### config.mk
export PLATFORM = sky130hd
export DESIGN_NAME = secure_boot_top
export DESIGN_NICKNAME = d
export VERILOG_FILES = /design/src/boot_pkg.sv /design/src/ipid_pkg.sv /design/src/ipid_word_if.sv /design/src/ipid_receiver.sv /design/src/ipid_slot.sv /design/src/chip_id_combiner.sv /design/src/boot_sequencer.sv /design/src/secure_boot_top.sv
export SDC_FILE = /design/constraint.sdc
export NUM_CORES = 2
export LEC_CHECK = 0
export ABC_AREA = 0
export BUFFER_PORTS_ARGS = -buffer_cell sky130_fd_sc_hd__buf_2
export CORE_AREA = 5 5 618 620
export DETAILED_ROUTE_END_ITERATION = 6
export DIE_AREA = 0 0 623 625
export GPL_TIMING_DRIVEN = 0
export HOLD_SLACK_MARGIN = 0.12
export PLACE_DENSITY = 0.45
export REMOVE_ABC_BUFFERS = 1
export SLEW_MARGIN = 20
export SYNTH_ARGS = -nofsm -noshare
export SYNTH_HDL_FRONTEND = slang
export SYNTH_SLANG_ARGS = --single-unit
### constraint.sdc
create_clock -name clk -period 34.2 [get_ports clk]
set_input_delay 3.42 -clock clk [delete_from_list [all_inputs] [get_ports clk]]
set_output_delay 3.42 -clock clk [all_outputs]
set_load 0.005 [all_outputs]
### src/boot_pkg.sv
// ################################################
// boot package
// secure memory geometry, lifecycle states and
// the boot sequence states
// ################################################

package boot_pkg;

    // secure memory
    localparam int mem_width      = 256;
    localparam int mem_depth      = 16;
    localparam int mem_addr_width = $clog2(mem_depth);

    localparam logic [mem_addr_width-1:0] chip_id_addr = '0;

    // lifecycle identifiers share the memory word width
    localparam int lc_id_width = mem_width;

    typedef enum logic [2:0] {
        lc_raw  = 3'd0,
        lc_test = 3'd1,
        lc_dev  = 3'd2,
        lc_prod = 3'd3
    } lc_state_t;

    typedef enum logic [3:0] {
        st_wake       = 4'd0,
        st_collect    = 4'd1,
        st_write_id   = 4'd2,
        st_read_id    = 4'd3,
        st_compare    = 4'd4,
        st_lc_request = 4'd5,
        st_lc_wait    = 4'd6,
        st_lc_poll    = 4'd7
    } boot_state_t;

endpackage

### src/ipid_pkg.sv
// ################################################
// ip identification bus package
// word framing, identifier geometry and the
// receiver states
// ################################################

package ipid_pkg;

    localparam int ipid_count      = 4;
    localparam int ipid_word_width = 16;
    localparam int ipid_words      = 16;
    localparam int ipid_width      = ipid_words * ipid_word_width;
    localparam int ipid_sel_width  = $clog2(ipid_count);
    localparam int ipid_cnt_width  = $clog2(ipid_words);

    localparam logic [ipid_word_width-1:0] ipid_start_marker = 16'h7A7A;
    localparam logic [ipid_word_width-1:0] ipid_stop_marker  = 16'hB9B9;

    typedef enum logic [1:0] {
        rx_idle       = 2'd0,
        rx_wait_start = 2'd1,
        rx_data       = 2'd2,
        rx_wait_stop  = 2'd3
    } rx_state_t;

endpackage

### src/ipid_word_if.sv
// ################################################
// ip identifier word channel
// carries framed words from the bus receiver to
// the per-ip identifier slots
// ################################################

`timescale 1ns/100ps

interface ipid_word_if;
    import ipid_pkg::*;

    logic                       word_valid;
    logic [ipid_word_width-1:0] word;
    logic [ipid_sel_width-1:0]  slot_sel;
    logic                       restart;
    logic                       commit;

    modport rx (
        output word_valid, word, slot_sel, restart, commit
    );

    modport slot (
        input word_valid, word, slot_sel, restart, commit
    );

endinterface

### src/ipid_receiver.sv
// ################################################
// ip identification bus receiver
// wakes the bus, triggers each ip in turn and
// frames the returned identifier packets
// bad packets restart the slot and re-trigger
// ################################################

`timescale 1ns/100ps

module ipid_receiver (
    input  logic                                 clk,
    input  logic                                 fuse,
    input  logic                                 collect_start,
    input  logic                                 bus_wake_ack,
    input  logic [ipid_pkg::ipid_word_width-1:0] bus_word,
    input  logic                                 bus_word_valid,
    output logic                                 bus_wake,
    output logic                                 ipid_trigger,
    output logic [ipid_pkg::ipid_sel_width-1:0]  ipid_sel,
    ipid_word_if.rx                              words
);
    import ipid_pkg::*;

    rx_state_t                 state;
    logic [ipid_cnt_width-1:0] word_cnt;
    logic                      waking;
    logic                      last_ip;

    assign words.slot_sel = ipid_sel;
    assign last_ip        = (ipid_sel == ipid_sel_width'(ipid_count - 1));

    always_ff @(posedge clk or negedge fuse) begin
        if (!fuse) begin
            state            <= rx_idle;
            word_cnt         <= '0;
            waking           <= 1'b0;
            ipid_sel         <= '0;
            bus_wake         <= 1'b0;
            ipid_trigger     <= 1'b0;
            words.word_valid <= 1'b0;
            words.restart    <= 1'b0;
            words.commit     <= 1'b0;
        end else begin
            bus_wake         <= 1'b0;
            ipid_trigger     <= 1'b0;
            words.word_valid <= 1'b0;
            words.restart    <= 1'b0;
            words.commit     <= 1'b0;
            case (state)
                rx_idle: begin
                    if (collect_start) begin
                        bus_wake <= 1'b1;
                        waking   <= 1'b1;
                    end else if (waking && bus_wake_ack) begin
                        waking       <= 1'b0;
                        ipid_sel     <= '0;
                        ipid_trigger <= 1'b1;
                        state        <= rx_wait_start;
                    end else if (words.commit && !last_ip) begin
                        // next ip once the previous one is stored
                        ipid_sel     <= ipid_sel + 1'b1;
                        ipid_trigger <= 1'b1;
                        state        <= rx_wait_start;
                    end
                end
                rx_wait_start: begin
                    if (bus_word_valid && bus_word == ipid_start_marker) begin
                        word_cnt <= '0;
                        state    <= rx_data;
                    end
                end
                rx_data: begin
                    if (bus_word_valid) begin
                        if (bus_word == ipid_stop_marker) begin
                            // stop came too early
                            words.restart <= 1'b1;
                            ipid_trigger  <= 1'b1;
                            state         <= rx_wait_start;
                        end else begin
                            words.word_valid <= 1'b1;
                            word_cnt         <= word_cnt + 1'b1;
                            if (word_cnt == ipid_cnt_width'(ipid_words - 1)) begin
                                state <= rx_wait_stop;
                            end
                        end
                    end
                end
                rx_wait_stop: begin
                    if (bus_word_valid) begin
                        if (bus_word == ipid_stop_marker) begin
                            words.commit <= 1'b1;
                            state        <= rx_idle;
                        end else begin
                            words.restart <= 1'b1;
                            ipid_trigger  <= 1'b1;
                            state         <= rx_wait_start;
                        end
                    end
                end
                default: state <= rx_idle;
            endcase
        end
    end

    always_ff @(posedge clk) begin
        if (state == rx_data && bus_word_valid) begin
            words.word <= bus_word;
        end
    end

endmodule

### src/ipid_slot.sv
// ################################################
// ip identifier slot
// shifts in the words for one ip and flags the
// identifier complete on commit
// ################################################

`timescale 1ns/100ps

module ipid_slot #(
    parameter int slot_index = 0
) (
    input  logic                            clk,
    input  logic                            fuse,
    ipid_word_if.slot                       words,
    output logic [ipid_pkg::ipid_width-1:0] ipid,
    output logic                            full
);
    import ipid_pkg::*;

    logic selected;

    assign selected = (words.slot_sel == ipid_sel_width'(slot_index));

    // first word ends up in the low bits
    always_ff @(posedge clk) begin
        if (selected) begin
            if (words.restart) begin
                ipid <= '0;
            end else if (words.word_valid) begin
                ipid <= {words.word, ipid[ipid_width-1:ipid_word_width]};
            end
        end
    end

    always_ff @(posedge clk or negedge fuse) begin
        if (!fuse) begin
            full <= 1'b0;
        end else if (selected) begin
            if (words.restart) begin
                full <= 1'b0;
            end else if (words.commit) begin
                full <= 1'b1;
            end
        end
    end

endmodule

### src/chip_id_combiner.sv
// ################################################
// chip identifier combiner
// xor fold of both puf signatures and every ip
// identifier, taken once all slots are full
// ################################################

`timescale 1ns/100ps

module chip_id_combiner (
    input  logic                                                 clk,
    input  logic                                                 fuse,
    input  logic [boot_pkg::mem_width-1:0]                       puf_a,
    input  logic [boot_pkg::mem_width-1:0]                       puf_b,
    input  logic [ipid_pkg::ipid_count*ipid_pkg::ipid_width-1:0] ipid_bus,
    input  logic [ipid_pkg::ipid_count-1:0]                      full_bus,
    output logic [boot_pkg::mem_width-1:0]                       chip_id,
    output logic                                                 chip_id_valid
);
    import boot_pkg::*;
    import ipid_pkg::*;

    logic [mem_width-1:0] fold;
    logic                 capture;

    assign capture = (&full_bus) && !chip_id_valid;

    always_comb begin
        fold = puf_a ^ puf_b;
        for (int i = 0; i < ipid_count; i++) begin
            fold = fold ^ ipid_bus[i*ipid_width +: ipid_width];
        end
    end

    always_ff @(posedge clk) begin
        if (capture) begin
            chip_id <= fold;
        end
    end

    always_ff @(posedge clk or negedge fuse) begin
        if (!fuse) begin
            chip_id_valid <= 1'b0;
        end else if (capture) begin
            chip_id_valid <= 1'b1;
        end
    end

endmodule

### src/boot_sequencer.sv
// ################################################
// boot sequencer
// collects the chip identifier, then provisions
// it in a raw part or challenges it otherwise,
// and finally forwards lifecycle transitions
// ################################################

`timescale 1ns/100ps

module boot_sequencer (
    input  logic                                clk,
    input  logic                                fuse,
    input  boot_pkg::lc_state_t                 lc_state,
    input  logic [boot_pkg::mem_width-1:0]      chip_id,
    input  logic                                chip_id_valid,
    input  logic [boot_pkg::mem_width-1:0]      rd_data,
    input  logic                                rd_data_valid,
    input  logic                                lc_done,
    input  logic                                lc_success,
    input  logic                                lc_request_in,
    input  logic [boot_pkg::lc_id_width-1:0]    lc_request_id,
    output logic                                collect_start,
    output logic                                rd_en,
    output logic                                wr_en,
    output logic [boot_pkg::mem_addr_width-1:0] mem_addr,
    output logic [boot_pkg::mem_width-1:0]      wr_data,
    output logic                                lc_transition_request,
    output logic [boot_pkg::lc_id_width-1:0]    lc_identifier,
    output logic                                boot_done,
    output logic                                chip_id_match
);
    import boot_pkg::*;

    boot_state_t          state;
    logic [mem_width-1:0] rd_q;

    // only the chip identifier word is ever accessed
    assign mem_addr = chip_id_addr;

    always_ff @(posedge clk or negedge fuse) begin
        if (!fuse) begin
            state                 <= st_wake;
            collect_start         <= 1'b0;
            rd_en                 <= 1'b0;
            wr_en                 <= 1'b0;
            lc_transition_request <= 1'b0;
            boot_done             <= 1'b0;
            chip_id_match         <= 1'b0;
        end else begin
            collect_start         <= 1'b0;
            wr_en                 <= 1'b0;
            lc_transition_request <= 1'b0;
            case (state)
                st_wake: begin
                    collect_start <= 1'b1;
                    state         <= st_collect;
                end
                st_collect: begin
                    if (chip_id_valid) begin
                        if (lc_state == lc_raw) begin
                            wr_en <= 1'b1;
                            state <= st_write_id;
                        end else begin
                            rd_en <= 1'b1;
                            state <= st_read_id;
                        end
                    end
                end
                st_write_id: state <= st_lc_request;
                st_read_id: begin
                    // hold the read until memory answers
                    if (rd_data_valid) begin
                        rd_en <= 1'b0;
                        state <= st_compare;
                    end
                end
                st_compare: begin
                    chip_id_match <= (rd_q == chip_id);
                    boot_done     <= 1'b1;
                    state         <= st_lc_poll;
                end
                st_lc_request: begin
                    lc_transition_request <= 1'b1;
                    state                 <= st_lc_wait;
                end
                st_lc_wait: begin
                    if (lc_done) begin
                        // a refused provisioning transition is retried
                        if (!lc_success && !boot_done) begin
                            state <= st_lc_request;
                        end else begin
                            boot_done <= 1'b1;
                            state     <= st_lc_poll;
                        end
                    end
                end
                st_lc_poll: begin
                    if (lc_request_in) begin
                        state <= st_lc_request;
                    end
                end
                default: state <= st_wake;
            endcase
        end
    end

    always_ff @(posedge clk) begin
        if (state == st_read_id && rd_data_valid) begin
            rd_q <= rd_data;
        end
        if (state == st_collect && chip_id_valid) begin
            wr_data <= chip_id;
        end
        // raw to test uses identifier zero
        if (state == st_write_id) begin
            lc_identifier <= '0;
        end else if (state == st_lc_poll && lc_request_in) begin
            lc_identifier <= lc_request_id;
        end
    end

endmodule

### src/secure_boot_top.sv
// ################################################
// secure boot top level
// bus receiver, identifier slots, chip identifier
// combiner and boot sequencer
// ################################################

`timescale 1ns/100ps

module secure_boot_top (
    input  logic                                 clk,
    input  logic                                 fuse,
    input  boot_pkg::lc_state_t                  lc_state,
    input  logic [boot_pkg::mem_width-1:0]       puf_a,
    input  logic [boot_pkg::mem_width-1:0]       puf_b,
    input  logic                                 bus_wake_ack,
    input  logic [ipid_pkg::ipid_word_width-1:0] bus_word,
    input  logic                                 bus_word_valid,
    input  logic [boot_pkg::mem_width-1:0]       rd_data,
    input  logic                                 rd_data_valid,
    input  logic                                 lc_done,
    input  logic                                 lc_success,
    input  logic                                 lc_request_in,
    input  logic [boot_pkg::lc_id_width-1:0]     lc_request_id,
    output logic                                 bus_wake,
    output logic                                 ipid_trigger,
    output logic [ipid_pkg::ipid_sel_width-1:0]  ipid_sel,
    output logic                                 rd_en,
    output logic                                 wr_en,
    output logic [boot_pkg::mem_addr_width-1:0]  mem_addr,
    output logic [boot_pkg::mem_width-1:0]       wr_data,
    output logic                                 lc_transition_request,
    output logic [boot_pkg::lc_id_width-1:0]     lc_identifier,
    output logic                                 boot_done,
    output logic                                 chip_id_match
);
    import boot_pkg::*;
    import ipid_pkg::*;

    logic                             collect_start;
    logic [mem_width-1:0]             chip_id;
    logic                             chip_id_valid;
    logic [ipid_count*ipid_width-1:0] ipid_bus;
    logic [ipid_count-1:0]            full_bus;

    ipid_word_if word_if ();

    ipid_receiver rx0 (
        .clk            (clk),
        .fuse           (fuse),
        .collect_start  (collect_start),
        .bus_wake_ack   (bus_wake_ack),
        .bus_word       (bus_word),
        .bus_word_valid (bus_word_valid),
        .bus_wake       (bus_wake),
        .ipid_trigger   (ipid_trigger),
        .ipid_sel       (ipid_sel),
        .words          (word_if.rx)
    );

    for (genvar i = 0; i < ipid_count; i++) begin : g_slot
        ipid_slot #(
            .slot_index (i)
        ) slot0 (
            .clk   (clk),
            .fuse  (fuse),
            .words (word_if.slot),
            .ipid  (ipid_bus[i*ipid_width +: ipid_width]),
            .full  (full_bus[i])
        );
    end

    chip_id_combiner comb0 (
        .clk           (clk),
        .fuse          (fuse),
        .puf_a         (puf_a),
        .puf_b         (puf_b),
        .ipid_bus      (ipid_bus),
        .full_bus      (full_bus),
        .chip_id       (chip_id),
        .chip_id_valid (chip_id_valid)
    );

    boot_sequencer seq0 (
        .clk                   (clk),
        .fuse                  (fuse),
        .lc_state              (lc_state),
        .chip_id               (chip_id),
        .chip_id_valid         (chip_id_valid),
        .rd_data               (rd_data),
        .rd_data_valid         (rd_data_valid),
        .lc_done               (lc_done),
        .lc_success            (lc_success),
        .lc_request_in         (lc_request_in),
        .lc_request_id         (lc_request_id),
        .collect_start         (collect_start),
        .rd_en                 (rd_en),
        .wr_en                 (wr_en),
        .mem_addr              (mem_addr),
        .wr_data               (wr_data),
        .lc_transition_request (lc_transition_request),
        .lc_identifier         (lc_identifier),
        .boot_done             (boot_done),
        .chip_id_match         (chip_id_match)
    );

endmodule

==> impl_metrics.csv <==
group,metric,value,unit
outcome,status,"finished, final reports clean",
power_and_ir_drop,power.density,50.88,nW/um^2
logic_synthesis,ys_warn_count,0,
detailed_routing,drtIter0Drc,2704,
worst_setup_path,cp-endpoint,"wr_data[175]",
floorplanning,coreArea,375000,um^2
worst_setup_path,r2r_end,"seq0.lc_identifier[235]",
worst_setup_path,cp_cell_sequence,"buf_2",
global_route,overflow,0,
detailed_routing,ant_nets,0,
sta,finalCriticalPeriod,5024,ps
logic_synthesis,synthDistinctLibCells,41,
floorplanning,rows,225,
global_route,antenna_found_initial,168,
sta,finClkSkew,44.66,ps
sta,setup_tns,0,ps
cells_and_area,drive_gt1_share,27.91,%
floorplanning,die_area,389400,um^2
worst_setup_path,cpMaxStageDelayCell,"edfxtp_1",
sta,worst_slew_pin_slew,1274,ps
worst_setup_path,crit_buf_inv,1,
clock_tree,path_clk_slew,60,ps
cells_and_area,final_util,29.47,%
worst_setup_path,crit_type,"flip-flop to output pin",
sta,clock.fmax,199.1,MHz
logic_synthesis,synthTopCellsByCount,"edfxtp_1, xnor2_1, nor2b_1, nand2_1, xor2_1",
placed_design,gp_congestion,0.9612,
cells_and_area,finalNetCount,8651,
logic_synthesis,postSynthCellCount,5767,
sta,min_period_over_period,14.69,%
logic_synthesis,yosys_register_bits,2092,
placed_design,dp_hpwl,275000,um
detailed_routing,dr.pass1.iters,5,
logic_synthesis,synth_area,84860,um^2
sta,relSlewSlack,14.79,%
floorplanning,die_x,623,um
global_route,track_usage,16.53,%
logic_synthesis,synth.top_cell.area_share,63.98,%
sta,finalHoldViolations,0,
logic_synthesis,synth_edf_count,1808,
clock_tree,cts_setup_buffers,0,
run,cap_violations,0,
logic_synthesis,synth_area_leaders,"edfxtp_1, xnor2_1, nor2b_1, dfxtp_1, xor2_1",
worst_setup_path,crit_arrival,1600,ps
detailed_routing,vias_per_cell,3.891,
worst_setup_path,path_delay_family,"flip-flops",
clock_tree,clk_path_buf_depth,4,
floorplanning,start_util,22.63,%
clock_tree,cts_tree,"done",
worst_setup_path,crit_start,"seq0.wr_data[175]",
clock_tree,holdBufCountCts,0,
worst_setup_path,crit_path_max_fanout,1,
global_route,first_global_vias,52759,
hold_path,hp-class,"flip-flop to flip-flop",
power_and_ir_drop,ir_drop,0.00003550,V
logic_synthesis,synth_most_common_cell,"edfxtp_1",
floorplanning,io_pins,1576,
logic_synthesis,synthArstFlopShare,1.338,%
worst_setup_path,worst-path-stages,1,
sta,rsz0062_at_grt,"false",
sta,layout_setup_ws,29180,ps
worst_setup_path,slowest_delay,520,ps
worst_setup_path,start_kind,"flip-flop",
clock_tree,cts.sinks,2092,
cells_and_area,syn_to_final_growth,30.23,%
clock_tree,htreeDepth,5,
logic_synthesis,ys_seq_area_share,70.84,%
worst_setup_path,r2r_slack,29880,ps
clock_tree,cts_made_buffers,266,
global_route,grt_pass1_wl,442800,um
hold_path,hold_path_startpoint,"comb0.chip_id[17]",
sta,final_max_slew_viol_count,0,
detailed_routing,routed_wirelength,334100,um
detailed_routing,route.detailed.drc,0,
detailed_routing,vias,49987,
floorplanning,chipHeight,625,um
global_route,grt_max_degree,77,
logic_synthesis,ys.flop_type,"edfxtp_1",
clock_tree,ctsResizeCount,0,
logic_synthesis,avgSynthCellArea,14.71,um^2
worst_setup_path,cp-end-kind,"output pin",
placed_design,place_ws,28340,ps
placed_design,io_buffers,1571,
clock_tree,cts-root-buf,"clkbuf_16",
worst_setup_path,r2r-start,"seq0.state[0]",
clock_tree,clk_latency,870,ps
sta,finalSetupViolations,0,
detailed_routing,post_drt_wl_per_cell,26.01,um
worst_setup_path,rr_worst_depth,16,
worst_setup_path,worst_ep_required_time,30780,ps
power_and_ir_drop,p_leak,38.97,nW
logic_synthesis,yosysTopAreaCell,"edfxtp_1",
per-stage QoR:
| stage | total power [mW] | hold WS (ps) | area [um^2] | cells |
|---|---|---|---|---|
| finish | 5.623 | 439.1 | 110500 | 12846 |
| global route | 5.833 | 450.2 | 110400 | 12815 |
| CTS | 5.733 | 435.2 | 110400 | 12784 |
| global placement | 2.958 | 438.8 | 98210 | 12133 |
| floorplan | 2.850 | 447.6 | 84100 | 5568 |
| detailed placement | 2.959 | 443.3 | 102000 | 12321 |
per-layer routing:
layer  vias up  global-route usage (%)  share of wire (%)
met3       576                   4.960                6.9
met2      1484                   30.79                 53
met4        56                   5.485                3.7
li1      23482                       -                  -
met5         -                       0               0.11
met1     24389                   17.70                 36
report_power, final:
| part | internal (mW) | switching, mW |
|---|---|---|
| Clock | 1.59 | 1.13 |
| Sequential | 2.75 | 0.00000417 |
| Combinational | 0.0738 | 0.0793 |
| Total | 4.41 | 1.21 |
cell usage in the layout, fill, tap and decap left out, types with 51 or more instances in the layout:
cell / count
a21oi_1: 272
buf_12: 71
buf_16: 51
buf_2: 1571
clkbuf_1: 65
clkbuf_16: 273
dfxtp_1: 256
diode_2: 62
edfxtp_1: 1808
nand2_1: 522
nor2b_1: 977
xnor2_1: 1060
xor2_1: 456
worst min-delay path by stage:
stage	to	slack, ps	depth (start not counted)
2_1_floorplan	seq0.wr_data[0]	450	0
3_3_place_gp	seq0.lc_identifier[139]	440	2
3_5_place_dp	seq0.lc_identifier[101]	440	2
4_1_cts	seq0.wr_data[17]	440	0
5_1_grt	seq0.wr_data[17]	450	0
6_report	seq0.wr_data[17]	440	0
sequential cells by signal, indices dropped and copies added, names as in the netlist, 2 cells and up:
name,cells
seq0.wr_data,256
rx0.state,2
g_slot.slot0.full,4
seq0.state,3
rx0.ipid_sel,2
comb0.chip_id,256
g_slot.slot0.ipid,1024
seq0.rd_q,256
rx0.word_cnt,4
rx0.words.word,16
seq0.lc_identifier,256
logic make-up (layout without fill, tap and decap cells):
family / after synthesis / count (layout) / share of synthesized area (%)
AOI/OAI and AO/OA: 288 / 288 / 1.731
xor gates and xnor gates: 1539 / 1539 / 15.88
adders and majority gates: 5 / 5 / 0.07372
buffers and inverters: 205 / 2225 / 0.9259
DFF: 2092 / 2092 / 70.84
muxes: 1 / 1 / 0.01327
other: 1 / 66 / 0.004419
and+or+nand+nor: 1636 / 1636 / 10.53
final cells by class:
| type | instances | area, um^2 |
|---|---|---|
| tap | 4994 | 6248 |
| antenna | 62 | 155.1 |
| timing repair buffer | 1759 | 11340 |
| multi-input combinational | 3473 | 24330 |
| clock buffer | 346 | 7186 |
| fill | 38118 | 264500 |
| inverter | 3 | 11.26 |
| clock inverter | 117 | 1134 |
| sequential | 2092 | 60120 |
Power figures use the tool's default switching activity.
